File: config.mk
export PLATFORM = sky130hd
export DESIGN_NAME = mmu_top
export DESIGN_NICKNAME = d
export VERILOG_FILES = /design/src/tlb_pkg.sv /design/src/mmu_top.sv /design/src/mmu_xlate.sv /design/src/tlb_assoc.sv /design/src/tlb_mem_1rw.sv
export SDC_FILE = /design/constraint.sdc
export NUM_CORES = 2
export LEC_CHECK = 0
export ABC_CLOCK_PERIOD_IN_PS = 4000
export BUFFER_PORTS_ARGS = -buffer_cell sky130_fd_sc_hd__clkbuf_2
export CORE_MARGIN = 1
export CORE_UTILIZATION = 57
export DETAILED_ROUTE_END_ITERATION = 8
export PLACE_DENSITY_LB_ADDON = 0.12
export SETUP_SLACK_MARGIN = 0.05
export SYNTH_ARGS = -nofsm -noshare
export SYNTH_HDL_FRONTEND = slang
export SYNTH_HIERARCHICAL = 1
export SYNTH_SLANG_ARGS = --single-unit
File: constraint.sdc
create_clock -name clk -period 4 [get_ports clk]
set_clock_uncertainty 0.15 [all_clocks]
set_input_delay 0.6 -clock clk [delete_from_list [all_inputs] [get_ports clk]]
set_output_delay 0.6 -clock clk [all_outputs]
set_load 0.01 [all_outputs]
File: src/tlb_pkg.sv
// Shared types for the Sv32 translation unit: TLB commands, PTE flags, request and response

package tlb_pkg;

    // Page number widths for Sv32 with 4 KiB pages
    localparam int vpn_w = 20;
    localparam int ppn_w = 22;

    // One TLB command per cycle
    typedef enum logic [1:0] {
        cmd_none           = 2'd0,
        cmd_resolve        = 2'd1,
        cmd_new_entry      = 2'd2,
        cmd_invalidate_all = 2'd3
    } tlb_cmd_e;

    // Sv32 PTE flag byte, valid is bit 0
    typedef struct packed {
        logic dirty;
        logic accessed;
        logic global_map;
        logic user;
        logic execute;
        logic write;
        logic read;
        logic valid;
    } pte_flags_t;

    typedef enum logic [1:0] {
        acc_load  = 2'd0,
        acc_store = 2'd1,
        acc_fetch = 2'd2
    } access_e;

    typedef struct packed {
        logic [31:0] vaddr;
        access_e     access;
        logic        user;
    } xlate_req_t;

    typedef struct packed {
        logic        hit;
        logic        fault;
        logic [33:0] paddr;
    } xlate_resp_t;

    typedef struct packed {
        logic [vpn_w-1:0] vpn;
        logic [ppn_w-1:0] ppn;
        pte_flags_t       flags;
    } tlb_fill_t;

endpackage
File: src/mmu_top.sv
// Sv32 address translation unit: front end joined to the set-associative TLB
`timescale 1ns/10ps

module mmu_top #(
    parameter int ENTRIES_W = 4,
    parameter int WAYS      = 3
) (
    input  logic                 clk,
    input  logic                 rst_n,
    input  logic                 req_valid,
    input  tlb_pkg::xlate_req_t  req,
    input  logic                 fill_valid,
    input  tlb_pkg::tlb_fill_t   fill,
    input  logic                 flush,
    output logic                 resp_valid,
    output tlb_pkg::xlate_resp_t resp
);

    tlb_pkg::tlb_cmd_e         cmd;
    logic [tlb_pkg::vpn_w-1:0] vpn;
    logic [tlb_pkg::ppn_w-1:0] new_ppn;
    tlb_pkg::pte_flags_t       new_flags;
    logic                      hit;
    logic [tlb_pkg::ppn_w-1:0] hit_ppn;
    tlb_pkg::pte_flags_t       hit_flags;

    mmu_xlate u_xlate (
        .clk        (clk),
        .rst_n      (rst_n),
        .req_valid  (req_valid),
        .req        (req),
        .fill_valid (fill_valid),
        .fill       (fill),
        .flush      (flush),
        .resp_valid (resp_valid),
        .resp       (resp),
        .cmd        (cmd),
        .vpn        (vpn),
        .new_ppn    (new_ppn),
        .new_flags  (new_flags),
        .hit        (hit),
        .hit_ppn    (hit_ppn),
        .hit_flags  (hit_flags)
    );

    // Hit way is only of interest for debug
    tlb_assoc #(
        .ENTRIES_W (ENTRIES_W),
        .WAYS      (WAYS)
    ) u_tlb (
        .clk       (clk),
        .rst_n     (rst_n),
        .cmd       (cmd),
        .vpn       (vpn),
        .new_ppn   (new_ppn),
        .new_flags (new_flags),
        .hit       (hit),
        .hit_ppn   (hit_ppn),
        .hit_flags (hit_flags),
        .hit_way   ()
    );

endmodule

File: src/mmu_xlate.sv
// Sv32 translation front end: issues TLB commands, checks permissions, forms the response
`timescale 1ns/10ps

module mmu_xlate (
    input  logic                      clk,
    input  logic                      rst_n,
    input  logic                      req_valid,
    input  tlb_pkg::xlate_req_t       req,
    input  logic                      fill_valid,
    input  tlb_pkg::tlb_fill_t        fill,
    input  logic                      flush,
    output logic                      resp_valid,
    output tlb_pkg::xlate_resp_t      resp,
    output tlb_pkg::tlb_cmd_e         cmd,
    output logic [tlb_pkg::vpn_w-1:0] vpn,
    output logic [tlb_pkg::ppn_w-1:0] new_ppn,
    output tlb_pkg::pte_flags_t       new_flags,
    input  logic                      hit,
    input  logic [tlb_pkg::ppn_w-1:0] hit_ppn,
    input  tlb_pkg::pte_flags_t       hit_flags
);

    // Request context held while the TLB lookup is in flight
    logic              req_q;
    logic [11:0]       offset_q;
    tlb_pkg::access_e  access_q;
    logic              user_q;
    logic              perm_fault;

    //////////////////////////////////////////////////
    // Command encoding
    //////////////////////////////////////////////////

    // Flush beats fill beats lookup
    always_comb begin
        if (flush) begin
            cmd = tlb_pkg::cmd_invalidate_all;
        end else if (fill_valid) begin
            cmd = tlb_pkg::cmd_new_entry;
        end else if (req_valid) begin
            cmd = tlb_pkg::cmd_resolve;
        end else begin
            cmd = tlb_pkg::cmd_none;
        end
    end

    assign vpn       = fill_valid ? fill.vpn : req.vaddr[31:12];
    assign new_ppn   = fill.ppn;
    assign new_flags = fill.flags;

    always_ff @(posedge clk or negedge rst_n) begin
        if (!rst_n) begin
            req_q <= 1'b0;
        end else begin
            req_q <= req_valid;
        end
    end

    always_ff @(posedge clk) begin
        if (req_valid) begin
            offset_q <= req.vaddr[11:0];
            access_q <= req.access;
            user_q   <= req.user;
        end
    end

    //////////////////////////////////////////////////
    // Permission check and response
    //////////////////////////////////////////////////

    always_comb begin
        perm_fault = !hit_flags.accessed || (hit_flags.user != user_q);
        case (access_q)
            tlb_pkg::acc_load:  perm_fault = perm_fault || !hit_flags.read;
            tlb_pkg::acc_store: perm_fault = perm_fault || !hit_flags.write || !hit_flags.dirty;
            tlb_pkg::acc_fetch: perm_fault = perm_fault || !hit_flags.execute;
            default:            perm_fault = 1'b1;
        endcase
    end

    always_ff @(posedge clk or negedge rst_n) begin
        if (!rst_n) begin
            resp_valid <= 1'b0;
        end else begin
            resp_valid <= req_q;
        end
    end

    always_ff @(posedge clk) begin
        if (req_q) begin
            resp.hit   <= hit;
            resp.fault <= hit && perm_fault;
            resp.paddr <= (hit && !perm_fault) ? {hit_ppn, offset_q} : 34'd0;
        end
    end

    // Lookups share the command port, so they must not collide with refill or flush
    a_no_collision : assert property (
        @(posedge clk) disable iff (!rst_n) req_valid |-> !(fill_valid || flush)
    ) else $error("mmu_xlate: request in the same cycle as fill or flush");

endmodule

File: src/tlb_assoc.sv
// Set-associative TLB for 4 KiB pages with round-robin replacement
`timescale 1ns/10ps

module tlb_assoc #(
    parameter int ENTRIES_W = 4,
    parameter int WAYS      = 3
) (
    input  logic                                    clk,
    input  logic                                    rst_n,
    input  tlb_pkg::tlb_cmd_e                       cmd,
    input  logic [tlb_pkg::vpn_w-1:0]               vpn,
    input  logic [tlb_pkg::ppn_w-1:0]               new_ppn,
    input  tlb_pkg::pte_flags_t                     new_flags,
    output logic                                    hit,
    output logic [tlb_pkg::ppn_w-1:0]               hit_ppn,
    output tlb_pkg::pte_flags_t                     hit_flags,
    output logic [(WAYS > 1 ? $clog2(WAYS) : 1)-1:0] hit_way
);

    localparam int ENTRIES = 2 ** ENTRIES_W;
    localparam int VTAG_W  = tlb_pkg::vpn_w - ENTRIES_W;
    localparam int WAY_W   = WAYS > 1 ? $clog2(WAYS) : 1;

    typedef logic [VTAG_W-1:0]         vtag_t;
    typedef logic [tlb_pkg::ppn_w-1:0] ppn_t;
    typedef logic [6:0]                meta_t;

    // Index and tag of the incoming page number
    logic [ENTRIES_W-1:0] set_idx;
    vtag_t                vtag;

    assign set_idx = vpn[ENTRIES_W-1:0];
    assign vtag    = vpn[tlb_pkg::vpn_w-1:ENTRIES_W];

    logic                 rd;
    logic [WAYS-1:0]      we;
    logic [WAY_W-1:0]     victim;
    logic [ENTRIES-1:0]   valid [WAYS];

    vtag_t                vtag_rd [WAYS];
    ppn_t                 ppn_rd  [WAYS];
    meta_t                meta_rd [WAYS];

    // Lookup stage registers
    logic                 resolve_q;
    logic [ENTRIES_W-1:0] set_q;
    vtag_t                tag_q;
    logic [WAYS-1:0]      way_hit;

    assign rd = (cmd == tlb_pkg::cmd_resolve);

    //////////////////////////////////////////////////
    // Per-way storage
    //////////////////////////////////////////////////

    for (genvar w = 0; w < WAYS; w++) begin : g_way
        assign we[w] = (cmd == tlb_pkg::cmd_new_entry) && (victim == WAY_W'(w));

        tlb_mem_1rw #(
            .ELEMENTS_W (ENTRIES_W),
            .payload_t  (vtag_t)
        ) u_vtag (
            .clk       (clk),
            .address   (set_idx),
            .read      (rd),
            .readdata  (vtag_rd[w]),
            .write     (we[w]),
            .writedata (vtag)
        );

        tlb_mem_1rw #(
            .ELEMENTS_W (ENTRIES_W),
            .payload_t  (ppn_t)
        ) u_ppn (
            .clk       (clk),
            .address   (set_idx),
            .read      (rd),
            .readdata  (ppn_rd[w]),
            .write     (we[w]),
            .writedata (new_ppn)
        );

        // Upper seven flag bits, valid is kept in flops
        tlb_mem_1rw #(
            .ELEMENTS_W (ENTRIES_W),
            .payload_t  (meta_t)
        ) u_meta (
            .clk       (clk),
            .address   (set_idx),
            .read      (rd),
            .readdata  (meta_rd[w]),
            .write     (we[w]),
            .writedata (new_flags[7:1])
        );

        assign way_hit[w] = valid[w][set_q] && (vtag_rd[w] == tag_q);
    end

    //////////////////////////////////////////////////
    // Valid bits and victim pointer
    //////////////////////////////////////////////////

    always_ff @(posedge clk or negedge rst_n) begin
        if (!rst_n) begin
            victim <= '0;
            for (int w = 0; w < WAYS; w++) begin
                valid[w] <= '0;
            end
        end else if (cmd == tlb_pkg::cmd_invalidate_all) begin
            victim <= '0;
            for (int w = 0; w < WAYS; w++) begin
                valid[w] <= '0;
            end
        end else if (cmd == tlb_pkg::cmd_new_entry) begin
            valid[victim][set_idx] <= new_flags.valid;
            // Wrap after the last way
            if (victim == WAY_W'(WAYS - 1)) begin
                victim <= '0;
            end else begin
                victim <= victim + 1'b1;
            end
        end
    end

    always_ff @(posedge clk or negedge rst_n) begin
        if (!rst_n) begin
            resolve_q <= 1'b0;
        end else begin
            resolve_q <= rd;
        end
    end

    always_ff @(posedge clk) begin
        if (rd) begin
            set_q <= set_idx;
            tag_q <= vtag;
        end
    end

    // Lowest hitting way wins
    always_comb begin
        hit       = resolve_q && (|way_hit);
        hit_way   = '0;
        hit_ppn   = ppn_rd[0];
        hit_flags = tlb_pkg::pte_flags_t'({meta_rd[0], valid[0][set_q]});
        for (int w = WAYS - 1; w >= 0; w--) begin
            if (way_hit[w]) begin
                hit_way   = WAY_W'(w);
                hit_ppn   = ppn_rd[w];
                hit_flags = tlb_pkg::pte_flags_t'({meta_rd[w], valid[w][set_q]});
            end
        end
    end

    //////////////////////////////////////////////////
    // Checks
    //////////////////////////////////////////////////

    // A page is never held in two ways of one set
    a_onehot_hit : assert property (
        @(posedge clk) disable iff (!rst_n) resolve_q |-> $onehot0(way_hit)
    ) else $error("tlb_assoc: more than one way hit");

    a_victim_range : assert property (
        @(posedge clk) disable iff (!rst_n) int'(victim) < WAYS
    ) else $error("tlb_assoc: victim pointer out of range");

endmodule

File: src/tlb_mem_1rw.sv
// Single-port storage array with registered read, generic over the stored payload type
`timescale 1ns/10ps

module tlb_mem_1rw #(
    parameter int ELEMENTS_W = 4,
    parameter type payload_t = logic [7:0]
) (
    input  logic                  clk,
    input  logic [ELEMENTS_W-1:0] address,
    input  logic                  read,
    output payload_t              readdata,
    input  logic                  write,
    input  payload_t              writedata
);

    localparam int ELEMENTS = 2 ** ELEMENTS_W;

    payload_t mem [ELEMENTS];

    // Write port
    always_ff @(posedge clk) begin
        if (write) begin
            mem[address] <= writedata;
        end
    end

    // Read data lands one cycle after the read strobe
    always_ff @(posedge clk) begin
        if (read) begin
            readdata <= mem[address];
        end
    end

    //////////////////////////////////////////////////
    // Checks
    //////////////////////////////////////////////////

    // Single port, so a read and a write never share a cycle
    a_one_access : assert property (
        @(posedge clk) !(read && write)
    ) else $error("tlb_mem_1rw: read and write in the same cycle");

endmodule

# After elaboration in Yosys (flattened, before gate mapping)
# Memories as Yosys holds them, arrays and structs flattened. A register that Yosys moved wholly into a read port is not among the register bits.
# Index checks and enable logic that the tools add are counted.
# totals
reg_bits	124
n_memories	9
in_bits	90
elab_cells	101
output_inout_bits	37
ram_bits	2160
# op_classes
addsub	1
magnitude_cmp	5
bitwise_logic	1
eq_ne	11
n_mux	33
n_reduce_logical	26
# memory_table
memory	words	word_bits	rd	rd_ports_with_merged_regs	write_ports	line_no	source
u_tlb.g_way[0].u_ppn.mem	16	22	1	1	1	tlb_mem_1rw.sv:18	payload_t mem [ELEMENTS];
u_tlb.g_way[1].u_ppn.mem	16	22	1	1	1	tlb_mem_1rw.sv:18	
u_tlb.g_way[2].u_ppn.mem	16	22	1	1	1	tlb_mem_1rw.sv:18	
u_tlb.g_way[0].u_vtag.mem	16	16	1	1	1	tlb_mem_1rw.sv:18	
u_tlb.g_way[1].u_vtag.mem	16	16	1	1	1	tlb_mem_1rw.sv:18	
u_tlb.g_way[2].u_vtag.mem	16	16	1	1	1	tlb_mem_1rw.sv:18	
+3 memories	-	-	-	-	-	-	
# ops
op	count
48-bit 2-to-1 mux	2
22-bit 2-to-1 mux	3
48-bit bitwise mux	1
16-bit == test	3
16-bit demux with 2-bit select	1
8-bit 2-to-1 mux	3
20-bit 2-to-1 mux	1
16-bit 2-to-1 mux	1
1-bit binary-select mux with 4-bit select	3
1-bit logical AND	11
1-bit 2-to-1 mux	11
4-bit by 5-bit less-than comparator with 1-bit output (second input constant)	2
2-bit 2-to-1 mux	5
2-bit == test (second input constant)	4
2-bit by 1-bit == test with 1-bit output (second input constant)	3
1-bit zero test	6
1-bit logical OR	5
1-bit demux with 4-bit select	1
4-bit by 1-bit >= comparator with 1-bit output (second input constant)	1
2-bit zero test	2
3-bit >= comparator (second input constant)	1
3-bit by 1-bit less-than comparator with 1-bit output (second input constant)	1
2-bit NOT with 3-bit output	1
1-bit one-hot mux with 3 select lines	1
4 further kinds	4

# Depth between registers and ports, before layout
# logic_depth
word_depth	13
ltp_mapped	12
ltp_nobuf	9

# Modules after synthesis
# Netlist, hierarchy kept.
# by_module_without_submodules
mod	n_inst	seq_area_each_um2	cells_each	area_per_inst_um2
tlb_mem_1rw (u_tlb.g_way[0].u_ppn ...)	3	11230.8	585	14014.7
tlb_mem_1rw (u_tlb.g_way[0].u_vtag ...)	3	8167.8	434	10183.5
tlb_mem_1rw (u_tlb.g_way[0].u_meta ...)	3	3573.4	205	4589.4
tlb_assoc	1	1876.8	419	4553.1
mmu_xlate	1	1581.5	190	2497.4

# Least setup slack after synthesis
# OpenSTA, ideal clock, no wires.
# synth_path
path_kind	in2reg
startpoint	input fill_valid
endpoint	register u_tlb.resolve_q
arrival_time_ns	7.979
cell_stages	3
required_ns	3.009
setup_slack_ns	-4.970
path_buffers	1
path_cell_list	buf_2 > or2_2 > nor2b_1
# synth_via
elab_chain_cells	3
# synth_lines
element	line_no	source
start: declaration	mmu_top.sv:12	input logic fill_valid,
2-bit 2-to-1 mux	mmu_xlate.sv:38	end else if (fill_valid) begin
2-bit 2-to-1 mux	mmu_xlate.sv:36	if (flush) begin
net cmd[1]	mmu_top.sv:19	tlb_pkg::tlb_cmd_e cmd;
2-bit by 1-bit == test with 1-bit output	tlb_assoc.sv:50	assign rd = (cmd == tlb_pkg::cmd_resolve);
net u_tlb.rd	tlb_assoc.sv:35	logic rd;
end signal: assignment	tlb_assoc.sv:129	resolve_q <= rd;
end: declaration	tlb_assoc.sv:45	logic resolve_q;
# The timed path passes the listed nets, and every way through them passes these cells.
# A chain may end at the register's enable or synchronous reset.

==> results.yml <==
die:
  die_h_microns: 402.6
  dieArea_sq_um: 162100
  initial_core_util: 0.5756
  num_rows: 146
  die_w_microns: 402.6
  pin_count: 127
  core_area_sq_um: 158900
clock_tree:
  tritoncts: "yes"
  clockRootBuffer: "clkbuf_16"
  clk_pin_slew_ns: 0.06
  cts-resized-gates: 0
  cts_buffers: 231
  h-tree-depth: 4
  post_cts_buffers: 0
  cts_hold_buf: 16
  clk_path_buf_depth: 3
  clock-sinks: 2368
  clock_latency_ns: 0.85
synth:
  synth_cells: 4202
  syn_nets: 4292
  ys.warnings.count: 6
  syn_area_sq_um: 91480
  syn_avg_cell_area_sq_um: 21.77
sta:
  tns_ns: 0
  postLayoutSetupSlackWorst_ns: 0.3314
  max-slew-margin-rel: 0.09419
  worst_slew_pin_slew_ns: 1.354
  period_needed_ns: 3.669
  hold_viol: 0
  setup-violations-final: 0
  fin_crit_sh: 0.9172
  rsz0062_at_grt: "false"
  drv_slew: 0
  fmax_ghz: 0.2726
global_route:
  grt_max_degree: 69
  grt_pass1_wl_mm: 296.9
  track_usage: 0.2530
  grt_pass1_vias: 44020
  grt_overflow: 0
  antenna_found_initial: 1
power_and_ir_drop:
  pwr-share-seq: 0.534
  ir_drop_uv: 497.3
  combPwrFrac: 0.064
  power_density_nw_per_um2: 498.3
  p_leak_nw: 34.10
  p_int_mw: 40.74
  power_mw: 51.89
  clock_power_share: 0.402
  p_sw_mw: 11.15
  switching_share: 0.2149
place:
  gp_congestion: 0.8199
  numPortBuffers: 125
  dp_hpwl_mm: 119.9
  pre_cts_ws_ns: 0.3114
routing:
  routedWlPerCell_microns: 29.14
  vias: 43710
  dr.pass1.iters: 5
  post-route-drc-count: 0
  drtIter0Drc: 4525
  ant_nets: 0
  wl_mm: 201.8
  viasPerCell: 6.310
final_layout:
  layout-drive-gt1-share: 0.2827
  syn_to_final_growth_pct: 13.82
  fillers: 10330
  fin_nets: 4750
  multi_input_area_sq_um: 19200
  regArea_sq_um: 70840
critical_path:
  critPathArrivalTime_ns: 4.19
  start_kind: "flop"
  crit_type: "reg2reg"
  crit_fanout: 25
  critical_path_required_ns: 4.52
  cp-end-kind: "flop"
worst_hold_path:
  hold_class: "in2reg"
outcome:
  status: "complete, no violations"
job:
  maxCapViolations: 0
worst max-delay path: stages, from the launching register on:
cell	delay, ns
edfxtp_1	0.74
mux4_1	0.43
a22oi_1	0.22
nand3_1	0.24
buf_4	0.31
nand2_1	0.11
a22o_1	0.31
a22o_1	0.25
xnor2_2	0.15
nand4_4	0.18
buf_12	0.22
nor3_1	0.17
power groups by stage:
stage / logic [mW] / registers (mW) / clock network (mW)
3_3_place_gp: 3.29 / 28.2 / 0
4_1_cts: 3.37 / 27.7 / 21.2
2_1_floorplan: 2.10 / 28.2 / 0
6_report: 3.33 / 27.7 / 20.8
5_1_grt: 3.56 / 27.7 / 22.1
3_5_place_dp: 3.35 / 28.2 / 0
area by class of cell:
| type | instances | area share |
|---|---|---|
| inverter | 38 | 0.001370 |
| clock buffer | 284 | 0.05804 |
| antenna | 1 | 0.00002403 |
| tap | 2072 | 0.02490 |
| clock inverter | 143 | 0.01186 |
| sequential | 2368 | 0.6804 |
| timing repair buffer | 479 | 0.03901 |
| multi-input combinational | 1542 | 0.1844 |
path summary, 6_finish.rpt:
kind | cells past startpoint | end | startpoint | slack, ns
worst max-delay path | 11 | u_xlate/resp[28] | u_tlb/set_q[2] | 0.33
worst max register to register | 11 | u_xlate/resp[28] | u_tlb/set_q[2] | 0.33
max in group asynchronous | 3 | u_tlb/valid[40] | rst_n | 2.59
worst min register to register | 1 | u_tlb/valid[12] | u_tlb/valid[12] | 0.37
worst min-delay path | 2 | u_xlate/req_q | req_valid | 0.09
min in group asynchronous | 2 | u_xlate/resp_valid | rst_n | 0.19
through the flow:
stage | instances | utilization | hold slack (ns) | cell area (sq um)
3_3_place_gp | 6483 | 0.6083 | 0.3447 | 96680
2_1_floorplan | 4202 | - | 0.1544 | 91550
3_5_place_dp | 6483 | 0.6083 | 0.3555 | 96680
4_1_cts | 6926 | 0.6551 | 0.04132 | 104100
5_1_grt | 6926 | 0.6551 | 0.06969 | 104100
6_report | 6927 | 0.6552 | 0.08868 | 104100
flip-flops by register name (all words and copies together), names as in the netlist, 18 cells and up:
name and count:
u_tlb/g_way.u_meta/readdata 18, u_tlb/g_way.u_ppn/mem 1056, u_xlate/resp 36, u_tlb/g_way.u_meta/mem 288
u_tlb/g_way.u_vtag/mem 768, u_tlb/g_way.u_vtag/readdata 48, u_tlb/valid 48, u_tlb/g_way.u_ppn/readdata 66
layer usage:
metal,wire (microns),vias up,GRT usage
met5,0,-,0
met3,15220,289,0.04453
met2,96290,1609,0.3908
li1,-,18580,-
met1,85300,23230,0.3768
met4,5024,0,0.07239
placed cells by master (no fill, tap or decap), drive strengths merged, types with 2 or more instances in the layout:
master       count
edfxtp        2315
mux4           541
clkbuf         409
buf            338
a22oi          266
nand2          198
nor2           133
clkinv         115
nor3            79
dfrtp           53
xnor2           49
a32o            48
mux2            48
inv             43
a22o            29
and3            28
nand2b          24
nand3b          19
bufinv          18
nor2b           18
dlygate4sd3     16
nand3           14
nand4           13
and2            10
or3b             9
clkinvlp         5
nor4             4
and2b            3
a21o             2
a21boi           2
(Power assumes the default switching activity.)
